--- src/source/routerArb_consts.svh ---
`ifndef ROUTERARB_CONSTS_SVH
`define ROUTERARB_CONSTS_SVH

// router geometry, fixed for this mesh node
`define NUM_PORTS 5

// flit header fields
`define FLIT_ID_W 3
`define PKT_LEN_W 12

// flit id carried by the first flit of a packet
`define HEAD_ID 1

`endif

--- src/source/arbPkg.sv ---
`include "routerArb_consts.svh"

package arbPkg;

  // one bit per state, IDLE sits in bit 0 so the grant is the upper slice
  typedef enum logic [`NUM_PORTS:0]
  {
    IDLE  = 6'b000001,
    GNT_L = 6'b000010,
    GNT_N = 6'b000100,
    GNT_E = 6'b001000,
    GNT_W = 6'b010000,
    GNT_S = 6'b100000
  } arbState_t;

  // one-hot grant to the output port, same bit order as the requests
  typedef logic [`NUM_PORTS-1:0] grant_t;

endpackage

--- src/source/nocFlitPkg.sv ---
`include "routerArb_consts.svh"

package nocFlitPkg;

  // position of a flit inside its packet
  typedef logic [`FLIT_ID_W-1:0] flitId_t;

  // packet length in flits, reused as time budget and tenure count
  typedef logic [`PKT_LEN_W-1:0] pktLen_t;

  // one bit per port, L N E W S from bit 0
  typedef logic [`NUM_PORTS-1:0] portVec_t;

  // index of a single port, 0 is Local
  typedef logic [2:0] portIdx_t;

endpackage

--- src/source/headDecoder.sv ---
`include "routerArb_consts.svh"

module headDecoder
(
  input  logic                                     clk,
  input  logic                                     rst,
  input  nocFlitPkg::flitId_t [`NUM_PORTS-1:0]     flitId,
  input  nocFlitPkg::pktLen_t [`NUM_PORTS-1:0]     pktLen,
  output nocFlitPkg::pktLen_t [`NUM_PORTS-1:0]     budget
);

  import nocFlitPkg::*;

  portVec_t isHead;

  // a head flit is recognised by its id alone, in the cycle it appears
  always_comb
  begin
    for (int p = 0; p < `NUM_PORTS; p++)
    begin
      isHead[p] = (flitId[p] == flitId_t'(`HEAD_ID));
    end
  end

  // budget follows the length of the latest head flit on that port
  always_ff @(posedge clk)
  begin
    if (rst)
    begin
      budget <= '0;
    end
    else
    begin
      for (int p = 0; p < `NUM_PORTS; p++)
      begin
        if (isHead[p])
        begin
          budget[p] <= pktLen[p]; // body and tail flits keep the old budget
        end
      end
    end
  end

endmodule

--- src/source/portTimer.sv ---
`include "routerArb_consts.svh"

module portTimer
(
  input  logic                clk,
  input  logic                rst,
  input  nocFlitPkg::pktLen_t budget,
  input  logic                run,
  output logic                timesUp
);

  import nocFlitPkg::*;

  pktLen_t count;

  // counts the cycles of a continuing tenure
  always_ff @(posedge clk)
  begin
    if (rst)
    begin
      count <= '0;
    end
    else if (run)
    begin
      count <= count + 1'b1;
    end
    else
    begin
      count <= '0; // tenure over or never started
    end
  end

  // with run held this rises on the budget-th cycle of the tenure,
  // so the holder keeps the port for budget+1 cycles
  assign timesUp = (count == budget);

  // while the budget holds still, a running count stops at the budget
  // and never steps past it
  countBoundA: assert property (
    @(posedge clk) disable iff (rst)
    (run && count <= budget) ##1 $stable(budget) |-> count <= budget
  );

endmodule

--- src/source/routerArbiter.sv ---
`include "routerArb_consts.svh"

module routerArbiter
(
  input  logic                                 clk,
  input  logic                                 rst,
  input  nocFlitPkg::flitId_t [`NUM_PORTS-1:0] flitId,
  input  nocFlitPkg::pktLen_t [`NUM_PORTS-1:0] pktLen,
  input  nocFlitPkg::portVec_t                 req,
  output arbPkg::grant_t                       grant
);

  import nocFlitPkg::*;

  pktLen_t [`NUM_PORTS-1:0] budget;
  portVec_t                 runTimer;
  portVec_t                 timesUp;

  headDecoder uHeadDecoder
  (
    .clk    (clk),
    .rst    (rst),
    .flitId (flitId),
    .pktLen (pktLen),
    .budget (budget)
  );

  // one tenure timer per input port
  for (genvar p = 0; p < `NUM_PORTS; p++)
  begin : gTimer
    portTimer uPortTimer
    (
      .clk     (clk),
      .rst     (rst),
      .budget  (budget[p]),
      .run     (runTimer[p]),
      .timesUp (timesUp[p])
    );
  end

  switchArbiter uSwitchArbiter
  (
    .clk      (clk),
    .rst      (rst),
    .req      (req),
    .timesUp  (timesUp),
    .runTimer (runTimer),
    .grant    (grant)
  );

endmodule

--- src/source/switchArbiter.sv ---
`include "routerArb_consts.svh"

module switchArbiter
(
  input  logic                 clk,
  input  logic                 rst,
  input  nocFlitPkg::portVec_t req,
  input  nocFlitPkg::portVec_t timesUp,
  output nocFlitPkg::portVec_t runTimer,
  output arbPkg::grant_t       grant
);

  import nocFlitPkg::*;
  import arbPkg::*;

  arbState_t state;
  arbState_t nextState;
  portIdx_t  holder;

  // grant state for a given port index
  function automatic arbState_t stateOf(portIdx_t idx);
    arbState_t s;
    case (idx)
      3'd0:    s = GNT_L;
      3'd1:    s = GNT_N;
      3'd2:    s = GNT_E;
      3'd3:    s = GNT_W;
      3'd4:    s = GNT_S;
      default: s = IDLE;
    endcase
    return s;
  endfunction

  // first requesting port among span ports, starting at start and wrapping
  function automatic arbState_t pickFrom(portVec_t reqs, int start, int span);
    arbState_t pick;
    int idx;
    pick = IDLE;
    for (int k = span - 1; k >= 0; k--)
    begin
      idx = (start + k) % `NUM_PORTS; // walk backwards so the nearest port wins
      if (reqs[idx])
      begin
        pick = stateOf(portIdx_t'(idx));
      end
    end
    return pick;
  endfunction

  always_comb
  begin
    case (state)
      GNT_N:   holder = 3'd1;
      GNT_E:   holder = 3'd2;
      GNT_W:   holder = 3'd3;
      GNT_S:   holder = 3'd4;
      default: holder = 3'd0; // also covers IDLE, which never reads it
    endcase
  end

  always_comb
  begin
    nextState = IDLE;
    runTimer  = '0;
    case (state)
      IDLE:
      begin
        nextState = pickFrom(req, 0, `NUM_PORTS); // fixed order L N E W S
      end
      GNT_L, GNT_N, GNT_E, GNT_W, GNT_S:
      begin
        if (req[holder] && !timesUp[holder])
        begin
          runTimer[holder] = 1'b1;
          nextState        = state;
        end
        else
        begin
          // rotate past the holder, which is left out of this round
          nextState = pickFrom(req, int'(holder) + 1, `NUM_PORTS - 1);
        end
      end
      default:
      begin
        nextState = IDLE;
      end
    endcase
  end

  always_ff @(posedge clk)
  begin
    if (rst)
    begin
      state <= IDLE;
    end
    else
    begin
      state <= nextState;
    end
  end

  assign grant = state[`NUM_PORTS:1]; // straight from the state register

  stateOneHotA: assert property (
    @(posedge clk) disable iff (rst)
    $onehot(state)
  );

  runMatchesGrantA: assert property (
    @(posedge clk) disable iff (rst)
    runTimer == '0 || runTimer == grant
  );

  // the grant register is loaded from the requests of the cycle before
  grantWasRequestedA: assert property (
    @(posedge clk) disable iff (rst)
    (grant & ~$past(req)) == '0
  );

endmodule

--- config.mk ---
export PLATFORM = sky130hd
export DESIGN_NAME = routerArbiter
export DESIGN_NICKNAME = d
export VERILOG_FILES = /design/src/source/arbPkg.sv /design/src/source/nocFlitPkg.sv /design/src/source/headDecoder.sv /design/src/source/portTimer.sv /design/src/source/routerArbiter.sv /design/src/source/switchArbiter.sv
export VERILOG_INCLUDE_DIRS = /design/src /design/src/source
export SDC_FILE = /design/constraint.sdc
export NUM_CORES = 1
export LEC_CHECK = 0
export ABC_AREA = 1
export BUFFER_PORTS_ARGS = -buffer_cell sky130_fd_sc_hd__buf_2
export CORE_AREA = 2 2 139 208
export CTS_BUF_LIST = sky130_fd_sc_hd__clkbuf_4 sky130_fd_sc_hd__clkbuf_8
export DETAILED_ROUTE_END_ITERATION = 12
export DIE_AREA = 0 0 141 210
export GPL_TIMING_DRIVEN = 1
export PLACE_DENSITY = 0.52
export SLEW_MARGIN = 5
export SYNTH_ARGS = -nofsm -noshare
export SYNTH_HDL_FRONTEND = slang
export SYNTH_HIERARCHICAL = 1
export SYNTH_SLANG_ARGS = --single-unit
--- constraint.sdc ---
create_clock -name clk -period 5.4 [get_ports clk]
set_input_delay 1.08 -clock clk [delete_from_list [all_inputs] [get_ports clk]]
set_output_delay 1.08 -clock clk [all_outputs]
set_load 0.01 [all_outputs]
# After elaboration in Yosys (flattened, before gate mapping)
# Index checks and enable logic that the tools add are counted.
dict set report totals {
  regBits 126
  inputBits 82
}
dict set report op_classes {
  reduce_logical 13
  n_mux 36
  n_eq_ne 33
  n_bitwise 5
  magnitude_cmp 6
  n_div 4
  n_addsub 9
}
# op count
set ops {}
lappend ops {{$lt 32x5->1 const B} 4}
lappend ops {{$mod 32x4->32 const B} 4}
lappend ops {{$pmux 6 s5} 4}
lappend ops {{$add 32x3->32 const B} 2}
lappend ops {{$add 12x1->12 const B} 5}
lappend ops {{$eq 12x12->1} 5}
lappend ops {{$mux 6} 10}
lappend ops {{$add 32x2->32 const B} 1}
lappend ops {{$eq 3x1->1 const B} 9}
lappend ops {{$eq 3x2->1 const B} 8}
lappend ops {{$bmux 1 s3} 6}
lappend ops {{$eq 3x3->1 const B} 4}
lappend ops {{$logic_not 3->1} 4}
lappend ops {{$pmux 3 s4} 1}
lappend ops {{$pmux 6 s2} 1}
lappend ops {{$mux 1} 11}
lappend ops {{$mux 5} 2}
lappend ops {{$reduce_or 2->1} 5}
lappend ops {{$eq 6x1->1 const B} 1}
lappend ops {{$eq 6x2->1 const B} 1}
lappend ops {{$eq 6x3->1 const B} 1}
lappend ops {{$eq 6x4->1 const B} 1}
lappend ops {{$eq 6x5->1 const B} 1}
lappend ops {{$eq 6x6->1 const B} 1}
lappend ops {{9 further kinds} 14}

# Logic depth before layout (Yosys ltp)
# Gate-level depths: netlist (run 1).
dict set report logic_depth {
  depth_word 14
  ltp_mapped 30
}

# By module
# Netlist (run 1), hierarchy kept.
# mod instances cells_each area_per_inst_um2
set by_module_without_submodules {}
lappend by_module_without_submodules {portTimer 5 122 748.2}
lappend by_module_without_submodules {headDecoder 1 392 2638.8}
lappend by_module_without_submodules {switchArbiter 1 292 1579.0}

# Least setup slack after synthesis (run 1)
# Ideal clock, no wire load.
dict set report synth_path {
  kind {reg2reg}
  from {register uSwitchArbiter.state[4]}
  to {register uSwitchArbiter.state[3]}
  synth_period_minus_slack_ns 3.264
  t_arrival_ns 3.198
  setup_time_ns 0.066
  path_stages_with_launch 27
  n_path_buf 2
  setup_slack_ns 2.136
  path_cell_list {dfxtp_1 nor2_1 nand3_1 nand2_1 buf_6 inv_2 ha_1 buf_4 clkinv_1 nand2_1 nand3_1 nand2_1 ha_1 nand2_1 nand2_1 nand2_1 nand2_1 nand2_2 inv_1 nand2_1 nand3_1 nand3_1 o21ai_0 nand2_1 nand2_1 nand2_1 a21oi_2}
}
dict set report synth_between {
  elab_chain_len 14
}
# item line
set synth_rtl {}
lappend synth_rtl {{start, declared} switchArbiter.sv:16} ;# arbState_t state;
lappend synth_rtl {{start signal, assigned} switchArbiter.sv:98} ;# state <= nextState;
lappend synth_rtl {{$eq 6x6->1, or another cell as far along} {switchArbiter.sv:52, switchArbiter.sv:65}}
lappend synth_rtl {{$pmux 3 s4} switchArbiter.sv:52} ;# case (state)
lappend synth_rtl {{$add 3x1->4} switchArbiter.sv:80} ;# nextState = pickFrom(req, int'(holder) + 1, `NUM_PORTS - 1);
lappend synth_rtl {{$add 32x3->32} switchArbiter.sv:41} ;# idx = (start + k) % `NUM_PORTS;
lappend synth_rtl {{$mod 32x4->32 (no source line)} -}
lappend synth_rtl {{$bmux 1 s3} switchArbiter.sv:42} ;# if (reqs[idx])
lappend synth_rtl {{$mux 1 (not written as such) (2 in a row)} switchArbiter.sv:42}
lappend synth_rtl {{$mux 6 (4 in a row)} switchArbiter.sv:42}
lappend synth_rtl {{$mux 6} switchArbiter.sv:72} ;# if (req[holder] && !timesUp[holder])
lappend synth_rtl {{$pmux 6 s2} switchArbiter.sv:65} ;# case (state)
# Parallel ways exist; a longest one is shown, timed or not. The select of a mux whose other input is x is not followed.
# A chain may end at the register's enable or synchronous reset.

# Worst setup path in the final report (run 1)
# Same ends and word-level chain as after synthesis.

==> impl_metrics.py, run 1 <==
metrics = {
    "run_status": {
        "status": "completed",
    },
    "timing": {
        "period_share_pct": 74.7,
        "fmax_ghz": 0.248,
        "finalHoldViolations": 0,
        "finClkSkew_ps": 10.6,
        "rsz0062_at_grt": "false",
        "period_needed_ps": 4030,
        "slew_headroom_pct": 25.9,
        "fin_ws_ps": 1370,
        "slew_viol_final": 0,
        "finalSetupViolCount": 0,
        "setup_tns_ps": 0,
        "worst_pin_slew_ps": 1110,
    },
    "setup_path": {
        "crit_type": "flip-flop to flip-flop",
        "ff2ff_path_depth": 24,
        "cp-startpoint": "uSwitchArbiter/state[4]",
        "cpMostUsedCell": "nand2_1",
        "slowest_delay_ps": 500,
        "worst-path-stages": 24,
        "ff2ff_setup_slack_ps": 1370,
        "path_buf_inv": 4,
        "crit_path_max_fanout": 10,
        "rr_endpoint": "uSwitchArbiter/state[3]",
        "slowest_stage": "ha_1",
        "crit_family": "simple AND/OR/NAND/NOR gates",
        "end_kind": "flip-flop",
        "cp_cell_sequence": "nor2_1 > nand4_1 > nand2_1 > inv_1 > ha_1 > clkinv_1 > nand2_1 > nand3_1 > nand2_1 > ha_1 > nand2_1 > nand2_1 > nand3_1 > nand2_1 > inv_1 > nand3_1 > nand2_1 > inv_1 > nand3_1 > o21ai_0 > nand2_1 > nand2_1 > nand2_1 > a21oi_2",
        "r2r-start": "uSwitchArbiter/state[4]",
        "start_kind": "flip-flop",
        "cp_data_arrival_time_ps": 4410,
        "required_ps": 5770,
    },
    "finish": {
        "drive_above_1_share_pct": 15.6,
        "antenna-diode-count": 0,
        "nNetsFinal": 1472,
        "final_cells": 1733,
        "design_area_sq_um": 9060,
        "area_growth_pct": 13.8,
    },
    "logic_synthesis": {
        "synth.distinct_cells": 35,
        "synth_area_per_cell_sq_um": 6.15,
        "yosys_warnings": 6,
        "synth_most_common_cell": "nand2_1",
        "ys_ff_latch": 126,
        "synthFlopType": "dfxtp_1",
        "synth.top_cell.area_share_pct": 31.7,
        "netlist.top_cell.by_area": "dfxtp_1",
        "synth_edf_count": 0,
        "synthTopCellsByCount": "nand2_1 (402), nor2_1 (232), inv_1 (203)",
        "synthCells": 1294,
        "async_flop_share_pct": 0,
        "yosysSeqAreaShare_pct": 31.7,
        "netlist_top_cells_area": "dfxtp_1 (32%), nand2_1 (19%), nor2_1 (11%)",
        "syn-cell-area_sq_um": 7960,
        "syn_nets": 1390,
    },
    "clock_tree": {
        "h-tree-depth": 4,
        "clkSinkCount": 126,
        "cts_hold_buf": 0,
        "clk_latency_ps": 430,
        "root_buffer": "clkbuf_8",
        "cts_setup_buffers": 0,
        "cts_buffers": 17,
        "cts_tree": "built",
        "ctsLongestPathBuffers": 2,
        "clk_pin_slew_ps": 70,
        "cts.repair.resized": 0,
    },
    "detailed_routing": {
        "dr.pass1.iters": 4,
        "wl_mm": 19.5,
        "drtIter0Drc": 325,
        "viasPerCell": 4.30,
        "drtAntennaViolNets": 0,
        "vias": 7456,
        "wl_per_cell_microns": 11.3,
        "drc": 0,
    },
    "placement": {
        "place_ws_ps": 1470,
        "place_hpwl_mm": 15.2,
        "dpl-instance-area_sq_um": 8630,
        "gp_congestion": 0.869,
        "placement.io_buffers": 86,
        "place_inst": 1703,
    },
    "global_routing": {
        "grt_util_met3_pct": 2.16,
        "busiest_layer": "met2",
        "met1_usage_pct": 14.0,
        "grt-ovfl-total": 0,
        "grt_use_met2_pct": 26.4,
        "grt_max_degree": 61,
        "antenna_found_initial": 0,
        "grt_first_pass_wirelength_mm": 32.6,
        "gr-usage-all-layers_pct": 13.6,
        "grt_pass1_vias": 7150,
    },
    "pwr": {
        "p_sw_share_pct": 35.3,
        "clockPowerShare_pct": 33.0,
        "seqPwrFrac_pct": 36.5,
        "power_density_nw_per_um2": 305,
        "p_leak_nw": 4.36,
        "peakVddDrop_mv": 0.105,
        "power_frac_comb_pct": 30.5,
        "intPower_mw": 1.79,
        "power_switching_mw": 0.975,
    },
    "floorplan": {
        "core-area_sq_um": 27900,
        "row_count": 75,
        "die_w_microns": 141,
        "die_y_microns": 210,
        "pin_count": 87,
        "initial_utilization_pct": 28.6,
        "dieArea_sq_um": 29600,
    },
    "flow_run": {
        "drv_cap": 0,
    },
    "min_path": {
        "min_from": "gTimer[0].uPortTimer/count[0]",
        "hp-class": "flip-flop to flip-flop",
        "hold_depth": 1,
        "hold-path-endpoint": "gTimer[0].uPortTimer/count[0]",
    },
}
[per-stage QoR]
step | total power [mW] | util (%) | hold slack (ps)
after floorplan | 1.66 | - | 441
after global placement | 1.87 | 31.0 | 465
after detailed placement | 1.87 | 31.0 | 477
after CTS | 2.80 | 32.5 | 492
after global routing | 2.94 | 32.5 | 507
final | 2.76 | 32.5 | 483
[cell usage in the layout (no fill, tap or decap), types with 6 or more instances in the layout]
cell type and n:
a21oi_1 38, buf_2 86, clkbuf_8 20, dfxtp_1 126, ha_1 14, inv_1 203, inv_2 15, nand2_1 402
nand2_2 23, nand3_1 64, nand3_2 11, nand3_4 6, nand4_1 12, nor2_1 232, nor2_2 23, nor2_4 12
nor3_1 8, o21ai_0 22, xnor2_1 10, xor2_1 25
[power groups by stage]
stage          clock network, mW  logic, mW  registers, mW
3_3_place_gp                   0      0.840           1.03
4_1_cts                    0.948      0.845           1.01
6_report                   0.912      0.841           1.01
5_1_grt                    0.982      0.945           1.01
2_1_floorplan                  0      0.637           1.02
3_5_place_dp                   0      0.840           1.03
[logic make-up after synthesis]
kind of cell	after synthesis	share of synthesized area, %
adder cells (fa/ha/maj)	14	2.20
AND/OR/NAND/NOR	797	43.8
XOR/XNOR	35	3.85
buffers and inverters	243	12.9
AO/OA/AOI/OAI	79	5.60
flip-flops	126	31.7
[registers in the layout, summed over array words and instances, names as in the netlist]
| register | count |
|---|---|
| gTimer.uPortTimer/count | 60 |
| uHeadDecoder/budget | 60 |
| uSwitchArbiter/state | 6 |
[final cells by class]
class / instances / area, sq um
Clock buffer: 23 / 298
Clock inverter: 7 / 135
Fill cell: 3012 / 18800
Inverter: 219 / 822
Multi-Input combinational cell: 925 / 4410
Sequential cell: 126 / 2520
Tap cell: 346 / 433
Timing Repair Buffer: 87 / 438
[worst max path at each step]
stage                                    to  slack [ps]
floorplan           uSwitchArbiter/state[3]        2140
global placement    uSwitchArbiter/state[2]        1630
detailed placement  uSwitchArbiter/state[3]        1470
CTS                 uSwitchArbiter/state[3]        1420
global route        uSwitchArbiter/state[3]         950
finish              uSwitchArbiter/state[3]        1370
[metal layers]
layer  wire (microns)  part of all wire (%)
met5                0                     0
met4              633                   3.2
met3              421                   2.2
met2            10500                    54
met1             7930                    41
Note: power is estimated with default switching activity, not from simulation.
==> inputs of run 2 (changes only) <==
Clock period 5.4 ns to 3.9 ns, I/O delays scaled along.
==> impl_metrics.py, run 2 (synthesis results as in run 1) <==
metrics = {
    "pwr": {
        "p_leak_nw": 4.38,
        "power_density_nw_per_um2": 415,
        "peakVddDrop_mv": 0.186,
        "totalPowerFinal_mw": 3.80,
    },
    "floorplan": {
        "die_w_microns": 141,
        "core-area_sq_um": 27900,
        "die_y_microns": 210,
        "dieArea_sq_um": 29600,
        "pin_count": 87,
        "initial_utilization_pct": 28.6,
        "row_count": 75,
    },
    "timing": {
        "hold_ws_ps": 483,
        "worst_pin_slew_ps": 1100,
        "finClkSkew_ps": 9.85,
        "period_needed_ps": 3530,
        "slew_headroom_pct": 26.3,
        "finalSetupViolCount": 0,
        "period_share_pct": 90.5,
        "fin_ws_ps": 369,
        "finalHoldViolations": 0,
        "fmax_ghz": 0.283,
        "slew_viol_final": 0,
    },
    "clock_tree": {
        "root_buffer": "clkbuf_8",
        "cts_buffers": 17,
        "clk_pin_slew_ps": 70,
        "cts_tree": "built",
        "h-tree-depth": 4,
        "clkSinkCount": 126,
        "cts_hold_buf": 0,
        "ctsLongestPathBuffers": 2,
        "clk_latency_ps": 460,
    },
    "global_routing": {
        "grt_max_degree": 61,
        "gr-usage-all-layers_pct": 13.7,
        "grt-ovfl-total": 0,
        "grt_first_pass_wirelength_mm": 32.8,
        "grt_pass1_vias": 7112,
        "antenna_found_initial": 0,
    },
    "detailed_routing": {
        "dr.pass1.iters": 5,
        "viasPerCell": 4.34,
        "vias": 7555,
        "wl_mm": 19.6,
        "wl_per_cell_microns": 11.2,
        "drtAntennaViolNets": 0,
        "drtIter0Drc": 391,
        "drc": 0,
    },
    "finish": {
        "final_cells": 1742,
        "nNetsFinal": 1479,
        "nFillCells": 3049,
        "mostFrequentLayoutCell": "nand2_1",
        "antenna-diode-count": 0,
        "top_regs": "gTimer.uPortTimer/count (60), uHeadDecoder/budget (60), uSwitchArbiter/state (6)",
        "drive_above_1_share_pct": 17.0,
        "most-common-layout-cells": "nand2_1 (400), nor2_1 (230), inv_1 (203)",
        "area_growth_pct": 14.8,
        "design_area_sq_um": 9140,
    },
    "placement": {
        "gp_congestion": 0.899,
        "place_inst": 1707,
        "dpl-instance-area_sq_um": 8660,
        "place_hpwl_mm": 15.1,
        "placement.io_buffers": 86,
        "place_ws_ps": 170,
    },
    "setup_path": {
        "crit_type": "flip-flop to flip-flop",
        "cp_data_arrival_time_ps": 3910,
        "end_kind": "flip-flop",
        "crit_path_max_fanout": 10,
        "start_kind": "flip-flop",
        "required_ps": 4280,
    },
    "flow_run": {
        "drv_cap": 0,
    },
    "min_path": {
        "hp-class": "flip-flop to flip-flop",
    },
    "run_status": {
        "status": "completed",
    },
}
==> run 2: changes by cell type in the layout (fill, tap and decap cells not counted), sizes merged <==
| cell | before | now |
|---|---|---|
| buf | 87 | 94 |
| clkbuf | 23 | 26 |
| bufinv | 4 | 2 |
| clkinv | 4 | 5 |
==> run 2: worst paths after layout <==
| check | start | to | slack (ps) | cells after the start |
|---|---|---|---|---|
| worst max-delay path | uSwitchArbiter/state[5] | uSwitchArbiter/state[1] | 370 | 22 |
| worst min-delay path | gTimer[2].uPortTimer/count[0] | gTimer[2].uPortTimer/count[0] | 480 | 1 |
| worst max register to register | uSwitchArbiter/state[5] | uSwitchArbiter/state[1] | 370 | 22 |
| worst min register to register | gTimer[2].uPortTimer/count[0] | gTimer[2].uPortTimer/count[0] | 480 | 1 |
==> run 2: per-stage QoR <==
step	utilization, %	TNS (ps)
floorplan	-	0
global placement	31.1	0
detailed placement	31.1	0
CTS	32.5	0
global route	32.8	-48.8
finish	32.8	0
==> run 2: layer usage <==
metal | part of all wire, % | vias to the layer above | wire (microns) | global-route usage, %
met5 | 0 | - | 0 | 0
met4 | 3.1 | 0 | 609 | 6.62
li1 | - | 4059 | - | -
met1 | 40 | 3310 | 7840 | 14.2
met2 | 54 | 145 | 10500 | 26.3
met3 | 3.0 | 41 | 591 | 2.27
==> run 2: worst max-delay path, cell delays in order, from the launching register on <==
cell and delay [ps]:
dfxtp_1 370, nor2_2 170, nand4_1 220, nand2_2 180, inv_1 80, ha_2 460, ha_1 230, nand3_1 150
nand2_1 100, inv_1 70, nand2_2 100, nand2_2 90, nand2_2 100, nand2_2 70, inv_2 90, nor2_1 90
nand2_1 80, nand3_1 90, nor2_2 240, nand2_1 160, nand3_1 110, nand2_1 70, a21oi_2 150
==> run 2: what timing repair did <==
action                                  4_1_cts  5_1_grt
endpoints found under the setup margin        0        6
resized for setup                             0       15
setup buffers                                 0        3
==> run 2: area by class of cell <==
class	instances	area [sq um]	share of cell area (%)
multi-input combinational	925	4450	48.7
sequential	126	2530	27.7
inverter	219	822	8.99
timing repair buffer	94	490	5.37
tap	346	433	4.74
clock buffer	26	333	3.64
clock inverter	6	80.1	0.876
==> run 2: power by group <==
group	leakage [nW]	switching [mW]	internal, mW
Sequential	1.02	0.0534	1.34
Clock	0.220	0.508	0.678
Combinational	3.14	0.816	0.396
==> inputs of run 3 (changes only) <==
Settings changed: CORE_AREA 2 2 139 208 to 2 2 130 195, DIE_AREA 0 0 141 210 to 0 0 132 197, PLACE_DENSITY 0.52 to not set, SYNTH_HIERARCHICAL 1 to not set.
==> impl_metrics.py, run 3 <==
metrics = {
    "run_status": {
        "status": "completed",
    },
    "timing": {
        "fmax_ghz": 0.282,
        "period_share_pct": 91.0,
        "setup_tns_ps": 0,
        "finClkSkew_ps": 10.5,
        "fin_ws_ps": 350,
        "hold_ws_ps": 458,
        "slew_viol_final": 0,
        "worst_pin_slew_ps": 602,
        "period_needed_ps": 3550,
        "finalSetupViolCount": 0,
        "slew_headroom_pct": 59.7,
        "finalHoldViolations": 0,
    },
    "setup_path": {
        "r2r-start": "uSwitchArbiter.state[1]",
        "cp_data_arrival_time_ps": 3920,
        "rr_endpoint": "uSwitchArbiter.state[1]",
        "cp-startpoint": "uSwitchArbiter.state[1]",
        "required_ps": 4270,
        "crit_type": "flip-flop to flip-flop",
        "slowest_delay_ps": 360,
        "crit_path_max_fanout": 5,
        "start_kind": "flip-flop",
        "ff2ff_path_depth": 28,
        "slowest_stage": "dfxtp_2",
        "ff2ff_setup_slack_ps": 350,
        "end_kind": "flip-flop",
        "cpMostUsedCell": "nand2_1",
    },
    "clock_tree": {
        "cts_buffers": 17,
        "clkSinkCount": 126,
        "cts_tree": "built",
        "h-tree-depth": 4,
        "ctsLongestPathBuffers": 2,
        "clk_latency_ps": 440,
        "root_buffer": "clkbuf_8",
        "clk_pin_slew_ps": 80,
    },
    "pwr": {
        "power_density_nw_per_um2": 482,
        "p_leak_nw": 3.44,
        "peakVddDrop_mv": 0.221,
        "totalPowerFinal_mw": 3.95,
    },
    "finish": {
        "antenna-diode-count": 0,
        "area_growth_pct": 18.3,
        "top_regs": "gTimer.uPortTimer.count (60), uHeadDecoder.budget (60), uSwitchArbiter.state (6)",
        "design_area_sq_um": 8200,
        "nNetsFinal": 1114,
        "most-common-layout-cells": "nand2_1 (122), dfxtp_1 (122), inv_1 (121)",
        "drive_above_1_share_pct": 19.0,
    },
    "logic_synthesis": {
        "synth_area_per_cell_sq_um": 7.41,
        "syn-cell-area_sq_um": 6930,
        "netlist_top_cells_area": "dfxtp_1 (36%), xor2_1 (7.3%), nand2_1 (6.8%)",
        "netlist.top_cell.by_area": "dfxtp_1",
        "synth.distinct_cells": 46,
        "async_flop_share_pct": 0,
        "synthFlopType": "dfxtp_1",
        "synth_most_common_cell": "dfxtp_1",
        "yosysSeqAreaShare_pct": 36.4,
        "yosys_warnings": 0,
        "synth.top_cell.area_share_pct": 36.4,
        "ys_ff_latch": 126,
        "synth_edf_count": 0,
        "synthCells": 936,
        "synthTopCellsByCount": "dfxtp_1 (126), nand2_1 (125), inv_1 (123)",
        "syn_nets": 1032,
    },
    "placement": {
        "place_ws_ps": 34.6,
        "place_hpwl_mm": 12.5,
        "dpl-instance-area_sq_um": 7670,
        "placement.io_buffers": 86,
        "gp_congestion": 0.954,
    },
    "floorplan": {
        "row_count": 70,
        "initial_utilization_pct": 28.6,
        "die_y_microns": 197,
        "pin_count": 87,
        "dieArea_sq_um": 26000,
        "die_w_microns": 132,
        "core-area_sq_um": 24300,
    },
    "global_routing": {
        "grt_pass1_vias": 5917,
        "antenna_found_initial": 0,
        "grt-ovfl-total": 0,
        "gr-usage-all-layers_pct": 12.6,
        "grt_first_pass_wirelength_mm": 26.6,
        "grt_max_degree": 47,
    },
    "detailed_routing": {
        "wl_per_cell_microns": 12.0,
        "drc": 0,
        "viasPerCell": 4.53,
        "drtAntennaViolNets": 0,
        "wl_mm": 16.3,
        "drtIter0Drc": 162,
        "vias": 6125,
        "dr.pass1.iters": 4,
    },
    "min_path": {
        "hold_depth": 2,
        "hold-path-endpoint": "uHeadDecoder.budget[24]",
        "min_from": "uHeadDecoder.budget[24]",
        "hp-class": "flip-flop to flip-flop",
    },
    "flow_run": {
        "drv_cap": 0,
    },
}
==> run 3: cell count changes after synthesis, moves of 10 or more <==
cell / delta
nand2_2: -15
nand4_1: +10
a21oi_1: +41
clkbuf_1: +26
xor2_1: +33
nor2_1: -149
inv_1: -80
nand3_1: -11
xnor2_1: +18
inv_2: -12
nand2_1: -277
nor2_2: -21
o21ai_0: +59
nor2_4: -10
==> run 3: layout make-up <==
cell class,instances,area (sq um)
Timing Repair Buffer,99,528
Multi-Input combinational cell,646,3830
Sequential cell,126,2530
Fill cell,2634,16100
Tap cell,324,405
Clock inverter,13,190
Clock buffer,17,234
Inverter,128,483
==> run 3: repair_timing <==
| item | in CTS | in global routing |
|---|---|---|
| pin swaps | 0 | 8 |
| setup buffers | 0 | 5 |
| gates resized for setup | 1 | 17 |
| hold endpoints to repair | 0 | 0 |
| endpoints found under the setup margin | 1 | 6 |
| hold buffers | 0 | 0 |
==> run 3: metrics by stage <==
step	cells	utilization, %
after floorplan	936	-
after global placement	1318	31.6
after detailed placement	1318	31.6
after CTS	1348	33.4
after global routing	1353	33.8
final	1353	33.8
==> run 3: logic make-up after synthesis <==
| kind of cell | synth area share, % |
|---|---|
| fa+ha+maj | 2.53 |
| flops | 36.4 |
| compound gates | 14.1 |
| buf+inv | 9.28 |
| simple gates | 25.4 |
| xor+xnor | 12.3 |
==> run 3: metal layers <==
layer / global-route usage, % / vias up / routed length (microns)
li1: - / 3199 / -
met3: 2.21 / 41 / 540
met1: 13.3 / 2779 / 6720
met4: 7.57 / 0 / 662
met2: 23.3 / 106 / 8350
met5: 0 / - / 0
==> run 3: critical path, delay by kind of cell, from the launching register on <==
family | cells | cell delay [ps]
buffers and inverters | 4 | 370
AO/OA/AOI/OAI | 4 | 320
AND/OR/NAND/NOR | 18 | 2000
flip-flops | 1 | 360
adder cells (fa/ha/maj) | 2 | 430
==> run 3: how the worst max path moves through the flow <==
stage | end
floorplan | uSwitchArbiter.state[5]
detailed placement | uSwitchArbiter.state[2]
finish | uSwitchArbiter.state[1]
global placement | uSwitchArbiter.state[1]
CTS | uSwitchArbiter.state[1]
global route | uSwitchArbiter.state[2]
==> run 3: where the power goes <==
part	leakage [nW]	total (mW)	switching, mW	internal [mW]
logic	2.21	1.32	0.845	0.475
registers	1.02	1.40	0.0556	1.34
clock network	0.201	1.23	0.536	0.693
total	3.44	3.95	1.44	2.51
